File: src/hdl/aer_link_pkg.sv
// shared widths and types for the aer to spinnaker bridge; packet layout fixed at 40 bits, no payload
package aer_link_pkg;

  // ------------------------------------------------
  // widths and constants
  // ------------------------------------------------
  localparam int AER_W      = 16;  // sensor word
  localparam int COORD_W    = 15;  // mapped coordinate field
  localparam int PKT_W      = 40;  // spinnaker packet
  localparam int NIBBLES    = 10;  // data symbols per packet
  localparam int SYM_W      = 7;   // 2-of-7 link wires
  localparam int STALL_BITS = 5;   // watchdog counter
  localparam int SYM_CNT_W  = 4;   // symbol counter, counts up to NIBBLES

  localparam logic [15:0] CHIP_ADDR_DEF = 16'h0200;  // default virtual chip
  localparam logic [15:0] CHIP_ADDR_ALT = 16'hfefe;  // alternate virtual chip

  // ------------------------------------------------
  // mode select
  // ------------------------------------------------
  typedef enum logic [2:0] {
    FMT_RET128  = 3'd0,
    FMT_RET64   = 3'd1,
    FMT_RET32   = 3'd2,
    FMT_RET16   = 3'd3,
    FMT_COCHLEA = 3'd4,
    FMT_DIRECT  = 3'd5
  } fmt_e;

  typedef struct packed {
    logic alt;  // use alternate chip address
    fmt_e fmt;
  } mode_s;

  // ------------------------------------------------
  // sensor word views
  // ------------------------------------------------
  typedef struct packed {
    logic       kind;
    logic [6:0] y;
    logic [6:0] x;
    logic       pol;   // polarity
  } retina_s;

  typedef struct packed {
    logic       kind;
    logic [4:0] unused;
    logic [1:0] chan_lo;
    logic [5:0] chan_hi;
    logic       ear;
    logic       spare;
  } cochlea_s;

  // same word, decoded as retina or cochlea depending on the mode
  typedef union packed {
    retina_s          retina;
    cochlea_s         cochlea;
    logic [AER_W-1:0] bits;
  } aer_word_u;

  // nibble 0 is {routing, parity}, sent first
  typedef struct packed {
    logic [15:0]        chip_addr;
    logic               kind;
    logic [COORD_W-1:0] coords;
    logic [3:0]         payload_hi;
    logic [2:0]         routing;
    logic               parity;     // makes packet odd parity
  } spinn_pkt_s;

  typedef struct packed {
    logic busy;      // packet on the link
    logic ack_edge;  // one cycle per synchronised ack transition
  } link_status_s;

  // ------------------------------------------------
  // 2-of-7 change pattern for a symbol value
  // ------------------------------------------------
  function automatic logic [SYM_W-1:0] sym_2of7(input logic [4:0] val);
    logic [SYM_W-1:0] pat;
    casez (val)
      5'b00000: pat = 7'b0010001;
      5'b00001: pat = 7'b0010010;
      5'b00010: pat = 7'b0010100;
      5'b00011: pat = 7'b0011000;
      5'b00100: pat = 7'b0100001;
      5'b00101: pat = 7'b0100010;
      5'b00110: pat = 7'b0100100;
      5'b00111: pat = 7'b0101000;
      5'b01000: pat = 7'b1000001;
      5'b01001: pat = 7'b1000010;
      5'b01010: pat = 7'b1000100;
      5'b01011: pat = 7'b1001000;
      5'b01100: pat = 7'b0000011;
      5'b01101: pat = 7'b0000110;
      5'b01110: pat = 7'b0001100;
      5'b01111: pat = 7'b0001001;
      default:  pat = 7'b1100000;  // end of packet, bit 4 set
    endcase
    return pat;
  endfunction

endpackage

File: src/hdl/aer_event_mapper.sv
// purely combinational; mode must be stable when the transmitter captures, fmt codes 6 and 7 map as retina 128
module aer_event_mapper import aer_link_pkg::*; (
  input  aer_word_u  i_aer_data,
  input  mode_s      i_mode,
  output spinn_pkt_s o_pkt
);

  logic [6:0]         rot_x;   // 90 degree rotated x
  logic [6:0]         rot_y;   // 90 degree rotated y
  logic [COORD_W-1:0] coords;
  spinn_pkt_s         body;    // packet before parity

  // ------------------------------------------------
  // retina rotation
  // ------------------------------------------------
  assign rot_x = 7'd127 - i_aer_data.retina.y;  // new x = 127 - old y
  assign rot_y = 7'd127 - i_aer_data.retina.x;  // new y = 127 - old x

  // ------------------------------------------------
  // coordinate field per format
  // ------------------------------------------------
  always_comb
  begin
    case (i_mode.fmt)
      FMT_RET64:
        coords = {i_aer_data.retina.pol, 2'b00, rot_y[6:1], rot_x[6:1]};
      FMT_RET32:
        coords = {i_aer_data.retina.pol, 4'b0000, rot_y[6:2], rot_x[6:2]};
      FMT_RET16:
        coords = {i_aer_data.retina.pol, 6'b000000, rot_y[6:3], rot_x[6:3]};
      FMT_COCHLEA:  // ear up at bit 11, channel at the bottom
        coords = {3'b000, i_aer_data.cochlea.ear, 3'b000,
                  i_aer_data.cochlea.chan_hi, i_aer_data.cochlea.chan_lo};
      FMT_DIRECT:
        coords = i_aer_data.bits[COORD_W-1:0];  // raw pass-through
      default:      // retina 128, full resolution
        coords = {i_aer_data.retina.pol, rot_y, rot_x};
    endcase
  end

  // ------------------------------------------------
  // packet assembly
  // ------------------------------------------------
  always_comb
  begin
    body            = '0;
    body.chip_addr  = i_mode.alt ? CHIP_ADDR_ALT : CHIP_ADDR_DEF;
    body.kind       = i_aer_data.bits[AER_W-1];  // event type bit
    body.coords     = coords;
    body.payload_hi = 4'h0;  // no payload
    body.routing    = 3'b000;
  end

  // odd parity over the whole 40 bits
  assign o_pkt = {body[PKT_W-1:1], ~^body[PKT_W-1:1]};

endmodule

File: src/hdl/link_watchdog.sv
// dump mode after 32 cycles with no link ack while busy; counter free runs and wraps
module link_watchdog import aer_link_pkg::*; (
  input  logic         clk,
  input  logic         debounce_reset,
  input  link_status_s i_status,
  output logic         o_dump_mode
);

  logic [STALL_BITS-1:0] stall_cnt;    // cycles since last ack
  logic                  dump_mode_r;

  // ------------------------------------------------
  // stall counter and dump flag
  // ------------------------------------------------
  always_ff @(posedge clk)
  begin
    if (debounce_reset)
    begin
      stall_cnt   <= '0;
      dump_mode_r <= 1'b0;
    end
    else
    begin
      if (i_status.ack_edge)
        stall_cnt <= '0;  // link responded
      else
        stall_cnt <= stall_cnt + 1'b1;

      if (i_status.ack_edge)
        dump_mode_r <= 1'b0;                // leave on any ack
      else if ((&stall_cnt) && i_status.busy)
        dump_mode_r <= 1'b1;                // link stalled mid packet
    end
  end

  assign o_dump_mode = dump_mode_r;

  // dump mode only while the transmitter holds a packet on the link
  a_dump_needs_busy: assert property (@(posedge clk) disable iff (debounce_reset)
    dump_mode_r |-> i_status.busy);

endmodule

File: src/hdl/spinn_link_tx.sv
// one packet in flight; waits forever on a silent link, the sensor is released only by dump mode
module spinn_link_tx import aer_link_pkg::*; (
  input  logic             clk,
  input  logic             debounce_reset,
  input  logic             i_aer_req,      // active low
  input  spinn_pkt_s       i_pkt,
  input  logic             i_link_ack,     // transition signalling
  input  logic             i_dump_mode,
  output logic [SYM_W-1:0] o_link_data,    // nrz 2-of-7
  output logic             o_aer_ack,      // active low
  output link_status_s     o_status
);

  typedef enum logic [2:0] {
    ST_IDLE,
    ST_LOAD,
    ST_SEND,
    ST_WAIT,
    ST_DONE
  } tx_state_e;

  logic                 req_s1;
  logic                 req_s2;     // synchronised request
  logic                 ack_s1;
  logic                 ack_s2;     // synchronised link ack
  logic                 ack_s3;     // previous ack level
  logic                 ack_edge;
  tx_state_e            state;
  logic                 capture;
  logic                 next_nib;
  logic [PKT_W-1:0]     pkt_sr;     // nibble shifter
  logic [4:0]           nib_r;      // symbol to send, bit 4 = eop
  logic [SYM_CNT_W-1:0] sym_cnt;
  logic [SYM_W-1:0]     link_r;
  logic                 tx_ack_n;   // fsm wants to ack the sensor
  logic                 aer_ack_r;

  // ------------------------------------------------
  // synchronisers
  // ------------------------------------------------
  always_ff @(posedge clk)
  begin
    if (debounce_reset)
    begin
      req_s1 <= 1'b1;  // request idle high
      req_s2 <= 1'b1;
    end
    else
    begin
      req_s1 <= i_aer_req;
      req_s2 <= req_s1;
    end
  end

  always_ff @(posedge clk)
  begin
    ack_s1 <= i_link_ack;
    ack_s2 <= ack_s1;
    ack_s3 <= ack_s2;
  end

  assign ack_edge = ack_s2 ^ ack_s3;  // either edge is one ack

  assign capture  = (state == ST_IDLE) && !req_s2 && !i_dump_mode;
  assign next_nib = (state == ST_LOAD) ||
                    ((state == ST_WAIT) && ack_edge && (sym_cnt != SYM_CNT_W'(NIBBLES)));

  // ------------------------------------------------
  // packet shifter
  // ------------------------------------------------
  always_ff @(posedge clk)
  begin
    if (capture)
      pkt_sr <= i_pkt;                // mode sampled here
    else if (next_nib)
      pkt_sr <= pkt_sr >> 4;

    if (next_nib)
    begin
      if ((state == ST_WAIT) && (sym_cnt == SYM_CNT_W'(NIBBLES - 1)))
        nib_r <= {1'b1, 4'h0};        // eop after last nibble
      else
        nib_r <= {1'b0, pkt_sr[3:0]};
    end
  end

  // ------------------------------------------------
  // symbol sender fsm
  // ------------------------------------------------
  always_ff @(posedge clk)
  begin
    if (debounce_reset)
    begin
      state    <= ST_IDLE;
      sym_cnt  <= '0;
      link_r   <= '0;
      tx_ack_n <= 1'b1;
    end
    else
    begin
      case (state)
        ST_IDLE:
          if (capture)
          begin
            sym_cnt <= '0;
            state   <= ST_LOAD;
          end
        ST_LOAD:
          state <= ST_SEND;                     // first nibble loading
        ST_SEND:
        begin
          link_r <= link_r ^ sym_2of7(nib_r);   // nrz toggle of two wires
          state  <= ST_WAIT;
        end
        ST_WAIT:
          if (ack_edge)
          begin
            if (sym_cnt == SYM_CNT_W'(NIBBLES))
            begin
              tx_ack_n <= 1'b0;                 // eop acked, release sensor
              state    <= ST_DONE;
            end
            else
            begin
              sym_cnt <= sym_cnt + 1'b1;
              state   <= ST_SEND;
            end
          end
        ST_DONE:
          if (req_s2)                           // sensor saw the ack
          begin
            tx_ack_n <= 1'b1;
            state    <= ST_IDLE;
          end
        default:
          state <= ST_IDLE;
      endcase
    end
  end

  // ------------------------------------------------
  // sensor ack
  // ------------------------------------------------
  always_ff @(posedge clk)
  begin
    if (debounce_reset)
      aer_ack_r <= 1'b1;
    else if (i_dump_mode)
      aer_ack_r <= req_s2;             // ack everything, event dropped
    else
      aer_ack_r <= tx_ack_n | req_s2;  // only while a request is present
  end

  assign o_link_data       = link_r;
  assign o_aer_ack         = aer_ack_r;
  assign o_status.busy     = (state == ST_LOAD) || (state == ST_SEND) || (state == ST_WAIT);
  assign o_status.ack_edge = ack_edge;

  // each nrz symbol flips exactly two wires
  a_two_wires: assert property (@(posedge clk) disable iff (debounce_reset)
    (link_r != $past(link_r)) |-> ($countones(link_r ^ $past(link_r)) == 2));

endmodule

File: src/hdl/aer_spinn_bridge.sv
// aer sensor to spinnaker 2-of-7 bridge; single clock, mode is a static level input
module aer_spinn_bridge import aer_link_pkg::*; (
  input  logic             clk,
  input  logic             debounce_reset,
  input  logic             i_aer_req,
  input  aer_word_u        i_aer_data,
  output logic             o_aer_ack,
  input  mode_s            i_mode,
  output logic [SYM_W-1:0] o_link_data,
  input  logic             i_link_ack,
  output logic             o_dump_mode
);

  spinn_pkt_s   pkt;          // mapped packet, live
  link_status_s link_status;
  logic         dump_mode;

  aer_event_mapper u_mapper (
    .i_aer_data (i_aer_data),
    .i_mode     (i_mode),
    .o_pkt      (pkt)
  );

  link_watchdog u_watchdog (
    .clk            (clk),
    .debounce_reset (debounce_reset),
    .i_status       (link_status),
    .o_dump_mode    (dump_mode)
  );

  spinn_link_tx u_tx (
    .clk            (clk),
    .debounce_reset (debounce_reset),
    .i_aer_req      (i_aer_req),
    .i_pkt          (pkt),
    .i_link_ack     (i_link_ack),
    .i_dump_mode    (dump_mode),
    .o_link_data    (o_link_data),
    .o_aer_ack      (o_aer_ack),
    .o_status       (link_status)
  );

  assign o_dump_mode = dump_mode;  // status out

endmodule

File: config.mk
export PLATFORM = sky130hd
export DESIGN_NAME = aer_spinn_bridge
export DESIGN_NICKNAME = d
export VERILOG_FILES = /design/src/hdl/aer_link_pkg.sv /design/src/hdl/aer_event_mapper.sv /design/src/hdl/link_watchdog.sv /design/src/hdl/spinn_link_tx.sv /design/src/hdl/aer_spinn_bridge.sv
export SDC_FILE = /design/constraint.sdc
export NUM_CORES = 1
export LEC_CHECK = 0
export ABC_AREA = 1
export BUFFER_PORTS_ARGS = -buffer_cell sky130_fd_sc_hd__buf_4
export CORE_AREA = 2 2 93 95
export CTS_BUF_LIST = sky130_fd_sc_hd__clkbuf_2
export DETAILED_ROUTE_END_ITERATION = 12
export DIE_AREA = 0 0 95 97
export PLACE_DENSITY = 0.73
export SYNTH_ARGS = -nofsm -noshare
export SYNTH_HDL_FRONTEND = slang
export SYNTH_SLANG_ARGS = --single-unit
File: constraint.sdc
create_clock -name clk -period 2.79 [get_ports clk]
set_clock_uncertainty 0.1 [all_clocks]
set_input_delay 0.558 -clock clk [delete_from_list [all_inputs] [get_ports clk]]
set_output_delay 0.558 -clock clk [all_outputs]
set_load 0.05 [all_outputs]
# Word level (Yosys, flattened, before mapping)
# Memory sizes are Yosys's and may differ from the RTL's. A register that Yosys moved wholly into a read port is not among the register bits.
# Cells that the tools add are included.
[word_totals] register_bits=72 latch_bits=0 ram_bits=0 romBits=112 inputBits=24 out_inout_bits=9 n_memories=1
[mem_list] memory="(name not given)" depth=16 word_bits=7 rd=1 rd_clocked_by_memory_dff=1 wr=0 line_no="aer_link_pkg.sv:81" text="casez (val)"
[classes] add_sub_neg=4 multipliers=0 div_mod_pow=0 order_cmp=0 eq_ne=17 n_shift=0 n_mux=24 bitwise_logic=3 reduce_logical=21
[op_table] cell="$mux W40" n=2
[op_table] cell="$pmux W15 S5" n=1
[op_table] cell="$reduce_xnor A39 Y1" n=1
[op_table] cell="$mux W7" n=3
[op_table] cell="$mux W4" n=5
[op_table] cell="$mux W16" n=1
[op_table] cell="$pmux W3 S5" n=1
[op_table] cell="$sub A7 B7 Y7 const A" n=2
[op_table] cell="$eq A3 B2 Y1 const B" n=4
[op_table] cell="$mux W3" n=4
[op_table] cell="$eq A3 B3 Y1 const B" n=3
[op_table] cell="$eq A4 B4 Y1 const B" n=2
[op_table] cell="$pmux W4 S2" n=1
[op_table] cell="$reduce_and A4 Y1" n=2
[op_table] cell="$xor A7 B7 Y7" n=1
[op_table] cell="$eq A3 B1 Y1 const B" n=2
[op_table] cell="$logic_and A1 B1 Y1" n=6
[op_table] cell="$ne A2 B1 Y1 const B" n=3
[op_table] cell="$reduce_bool A2 Y1" n=3
[op_table] cell="$add A5 B1 Y5 const B" n=1
[op_table] cell="$mux W5" n=1
[op_table] cell="$reduce_and A5 Y1" n=1
[op_table] cell="$add A4 B1 Y4 const B" n=1
[op_table] cell="$mux W1" n=4
[op_table] cell="10 further kinds" n=14

# Logic depth before layout (Yosys ltp)
[logic_depth] ltp_word=6 mapped_depth=20 ltp_nobuf=19

# Modules after synthesis
# Synthesis repeated with hierarchy kept, for this count alone.
[unflattened] hier_cells=585 hier_area_um2=4825.9
[by_module_without_submodules] mod="spinn_link_tx" n_inst=1 cells_each=284 area_each_um2=3269.4
[by_module_without_submodules] mod="aer_event_mapper" n_inst=1 cells_each=271 area_each_um2=1313.8
[by_module_without_submodules] mod="link_watchdog" n_inst=1 cells_each=30 area_each_um2=242.7

# Least setup slack after synthesis
# No wires, ideal clock.
[synth_path] path_kind="register to register" startpoint="reg u_tx.sym_cnt[0]" endpoint="reg u_tx.pkt_sr[0] (enable)" setup_time_ps=384 arrival_ps=1927 required_ps=2306 setup_slack_ps=379 path_stages_with_launch=10 period_less_slack_ps=2411 cell_sequence="dfxtp_1 inv_1 ha_1 nand3_1 nand2_1 nor2_2 nor2_2 buf_2 clkbuf_1 nand2_1"
[synth_between] elab_chain_cells=4
[synth_lines] element="start: declaration" line_no="spinn_link_tx.sv:33" text="logic [SYM_CNT_W-1:0] sym_cnt;"
[synth_lines] element="start signal: assignment" line_no="spinn_link_tx.sv:125" text="sym_cnt <= sym_cnt + 1'b1;"
[synth_lines] element="$ne A4 B4 Y1" line_no="spinn_link_tx.sv:66" text="((state == ST_WAIT) && ack_edge && (sym_cnt != SYM_CNT_W'(NIBBLES)));"
[synth_lines] element="$logic_and A1 B1 Y1" line_no="spinn_link_tx.sv:66"
[synth_lines] element="$logic_or A1 B1 Y1" line_no="spinn_link_tx.sv:65" text="assign next_nib = (state == ST_LOAD) ||"
[synth_lines] element="$reduce_bool A2 Y1 (no line)"
[synth_lines] element="end signal: assignment" line_no="spinn_link_tx.sv:74" text="pkt_sr <= i_pkt;"
[synth_lines] element="end signal: assignment" line_no="spinn_link_tx.sv:76" text="pkt_sr <= pkt_sr >> 4;"
[synth_lines] element="end: declaration" line_no="spinn_link_tx.sv:31" text="logic [PKT_W-1:0] pkt_sr;"
# No other way between the ends.
# A chain may end at the register's enable or synchronous reset.

==> impl_results.md <==
- Vias in the first global route: 3353
- Crit share post-route: 85.0%
- Met1 usage: 22.9%
- Antenna violations before repair: 0
- PortBufs: 32
- Largest net degree at the start of global routing: 28
- Power per cell area: 546 nW/um^2
- Internal power: 1.78 mW
- Clock transition at the registers of the reported paths: 220 ps
- Synth Flop Type: dfxtp_1
- Distinct cells, synth: 39
- Area grow syn2layout: 12.5%
- TritonCTS clock tree: yes
- # IOs: 33
- Setup tns final: 0 ps
- Synth area leaders: edfxtp_1 24%, dfxtp_1 20%, nand2_1 13%
- Synthesized flop and latch total: 73
- Nets@finish: 623
- Die Ht: 97 um
- Starting density of the core: 49.5%
- Met3 global-route usage: 5.69%
- Peak supply drop: 0.493 mV
- Worst min-delay path endpoint: u_tx.state[2]
- # H-tree levels: 3
- Yosys top cell area share: 23.9%
- Wire per inst: 11.8 um
- FILL cells: 785
- Power share of the sequential group: 50.7%
- Syn avg cell area: 7.26 sq um
- Clock Sinks: 73
- Gate count of the mapped netlist: 554
- WHS: 111 ps
- Max FO, Critical Path: 10
- Seq/Total Area, Yosys: 44.3%
- Drt via density: 5.04
- Final Hold Fails: 0
- Initial DRC count: 133
- Synth area leader: edfxtp_1
- Width of the die: 95 um
- Clock period minus worst slack: 2370 ps
- Final WL: 8230 um
- Vias: 3531
- Worst hold stages: 2
- Antenna-violating nets left: 0
- Static leakage: 2.18 nW
- Max clock buf depth: 2
- Post-DP HPWL: 6220 um
- Run status: completed
- Slew headroom: 64.5%
- Kind of end point of the critical path: flop
- Max Cap Viol: 0
- Worst Tran Pin Value: 529 ps
- Async set-or-reset flop fraction in the synthesized netlist: 0%
- Yosys warns: 0
- Synthesized area: 4020 sq um
- Core Util, Final: 55.6%
- Net Sw Frac: 27.9%
- Worst Path Arrival: 2730 ps
- Die area: 9220 sq um
- Core Area: 8130 sq um
- GPL Wtd Cong: 0.995
- GRT Total Usage: 19.4%
- Crit path kind: flop to flop
- Syn nets: 587
- RSZ-0062 raised after global routing: no
- Inserted Clock Buffers: 9
- Share of cells above drive strength 1: 13.8%
- CP required: 3150 ps
- Root Driver: clkbuf_2
- First-pass GRT wire length: 14200 um
- Clk_lat worst skew: 510 ps
- Number of synthesized flops with an enable pin: 32
- Final setup viols: 0
- Worst flop-to-flop path startpoint: u_tx.sym_cnt[0]
- Top achievable clock speed: 0.421 GHz
- Antenna cells: 0
- Net Sw Power: 0.689 mW
- Gr ovfl total: 0
- Worst Hold Class: input pin to flop
- Commonest non-fill, non-tap cell in the layout: nand2_1
- Combinational Power Share: 18.7%
- Busiest grt layer: met2
- DRC: 0
- Most frequent cells in the layout: 137 x nand2_1, 79 x inv_1, 72 x nor2_1
- Reg2Reg Depth: 13
- Slew Viols, Final: 0
- Crit path launch type: flop
- Power share of the clock group: 30.6%
- # rows: 33
- First-pass DRT Iterations: 4
- Register Area: 1780 sq um
- Multi-input gate area: 1830 sq um
- M2 GR Usage: 32.7%
- Setup slack, reg-to-reg: 420 ps
- Hold Startpoint: debounce_reset
worst max-delay path, cell delays in order, from the launching register on:
cell and delay [ps]:
dfxtp_1 390, inv_1 90, ha_1 150, nand3_1 100
nand2_1 160, nor2_2 70, nor2_2 160, inv_1 170
or2_2 300, o21ai_0 150, inv_1 120, ha_1 210
o21ai_1 120, inv_1 50
per-layer routing:
metal | wire [um] | vias up
li1 | - | 1836
met2 | 4010 | 85
met5 | 0 | -
met1 | 3590 | 1591
met4 | 195 | 0
met3 | 440 | 19
metrics by stage:
stage / instance area, sq um / std cells / setup WS [ps] / power [mW]
after CTS: 4530 / 700 / 406 / 2.49
after global routing: 4530 / 700 / 202 / 2.62
after detailed placement: 4360 / 683 / 202 / 1.74
final: 4530 / 700 / 417 / 2.47
after global placement: 4360 / 683 / 246 / 1.72
after floorplan: 4020 / 554 / 379 / 1.62
synth_stat cells (all sizes together) (5+ instances only):
cell / count
ha: 9
nor2: 83
o21ai: 45
edfxtp: 32
a21oi: 26
or2: 6
nand2: 141
inv: 82
dfxtp: 41
clkbuf: 5
buf: 10
nor3: 8
nand3: 50
repair_timing:
item                      in CTS  in global routing
setup buffers                  0                  0
hold endpoints to repair       1                  0
resized for setup              0                  0
hold buffers                   1                  0
layout make-up:
cell class | count | share of cell area [%]
multi-input cells | 383 | 40.5
flip-flops and latches | 73 | 39.4
inverters | 83 | 6.99
clock inverters | 5 | 2.29
well taps | 105 | 2.90
repair buffers | 40 | 6.69
clock buffers | 11 | 1.22
power groups by stage:
stage / Sequential, mW / Clock (mW) / Combinational [mW]
after floorplan: 1.27 / 0 / 0.344
after global placement: 1.27 / 0 / 0.449
after detailed placement: 1.28 / 0 / 0.459
after CTS: 1.25 / 0.777 / 0.462
after global routing: 1.26 / 0.826 / 0.532
final: 1.25 / 0.756 / 0.462
state kept, by name, summed over array words and instances, names as in the netlist, 3 cells and up, named ones only:
name / cells
u_tx.pkt_sr: 34
u_tx.o_link_data: 7
u_tx.nib_r: 5
u_watchdog.stall_cnt: 5
u_tx.sym_cnt: 4
u_tx.state: 3
cells by family (layout without fill, tap and decap cells):
logic type,after synthesis,after routing,share of synthesized area [%]
AND/OR/NAND/NOR,294,294,32.0
XOR/XNOR,2,2,0.436
adder cells (fa/ha/maj),9,9,2.80
flip-flops,73,73,44.3
buffers and inverters,98,139,10.1
AO/OA/AOI/OAI,78,78,10.3
how the worst max path moves through the flow:
| stage | startpoint | end | slack (ps) | cells past startpoint |
|---|---|---|---|---|
| floorplan | u_tx.sym_cnt[0] | u_tx.pkt_sr[0] | 380 | 9 |
| global placement | i_mode[2] | u_tx.pkt_sr[0] | 250 | 19 |
| detailed placement | i_mode[2] | u_tx.pkt_sr[0] | 200 | 19 |
| CTS | u_tx.sym_cnt[0] | flop | 410 | 13 |
| global route | u_tx.sym_cnt[0] | flop | 200 | 13 |
| finish | u_tx.sym_cnt[0] | flop | 420 | 13 |
Note: power is estimated with default switching activity, not from simulation.
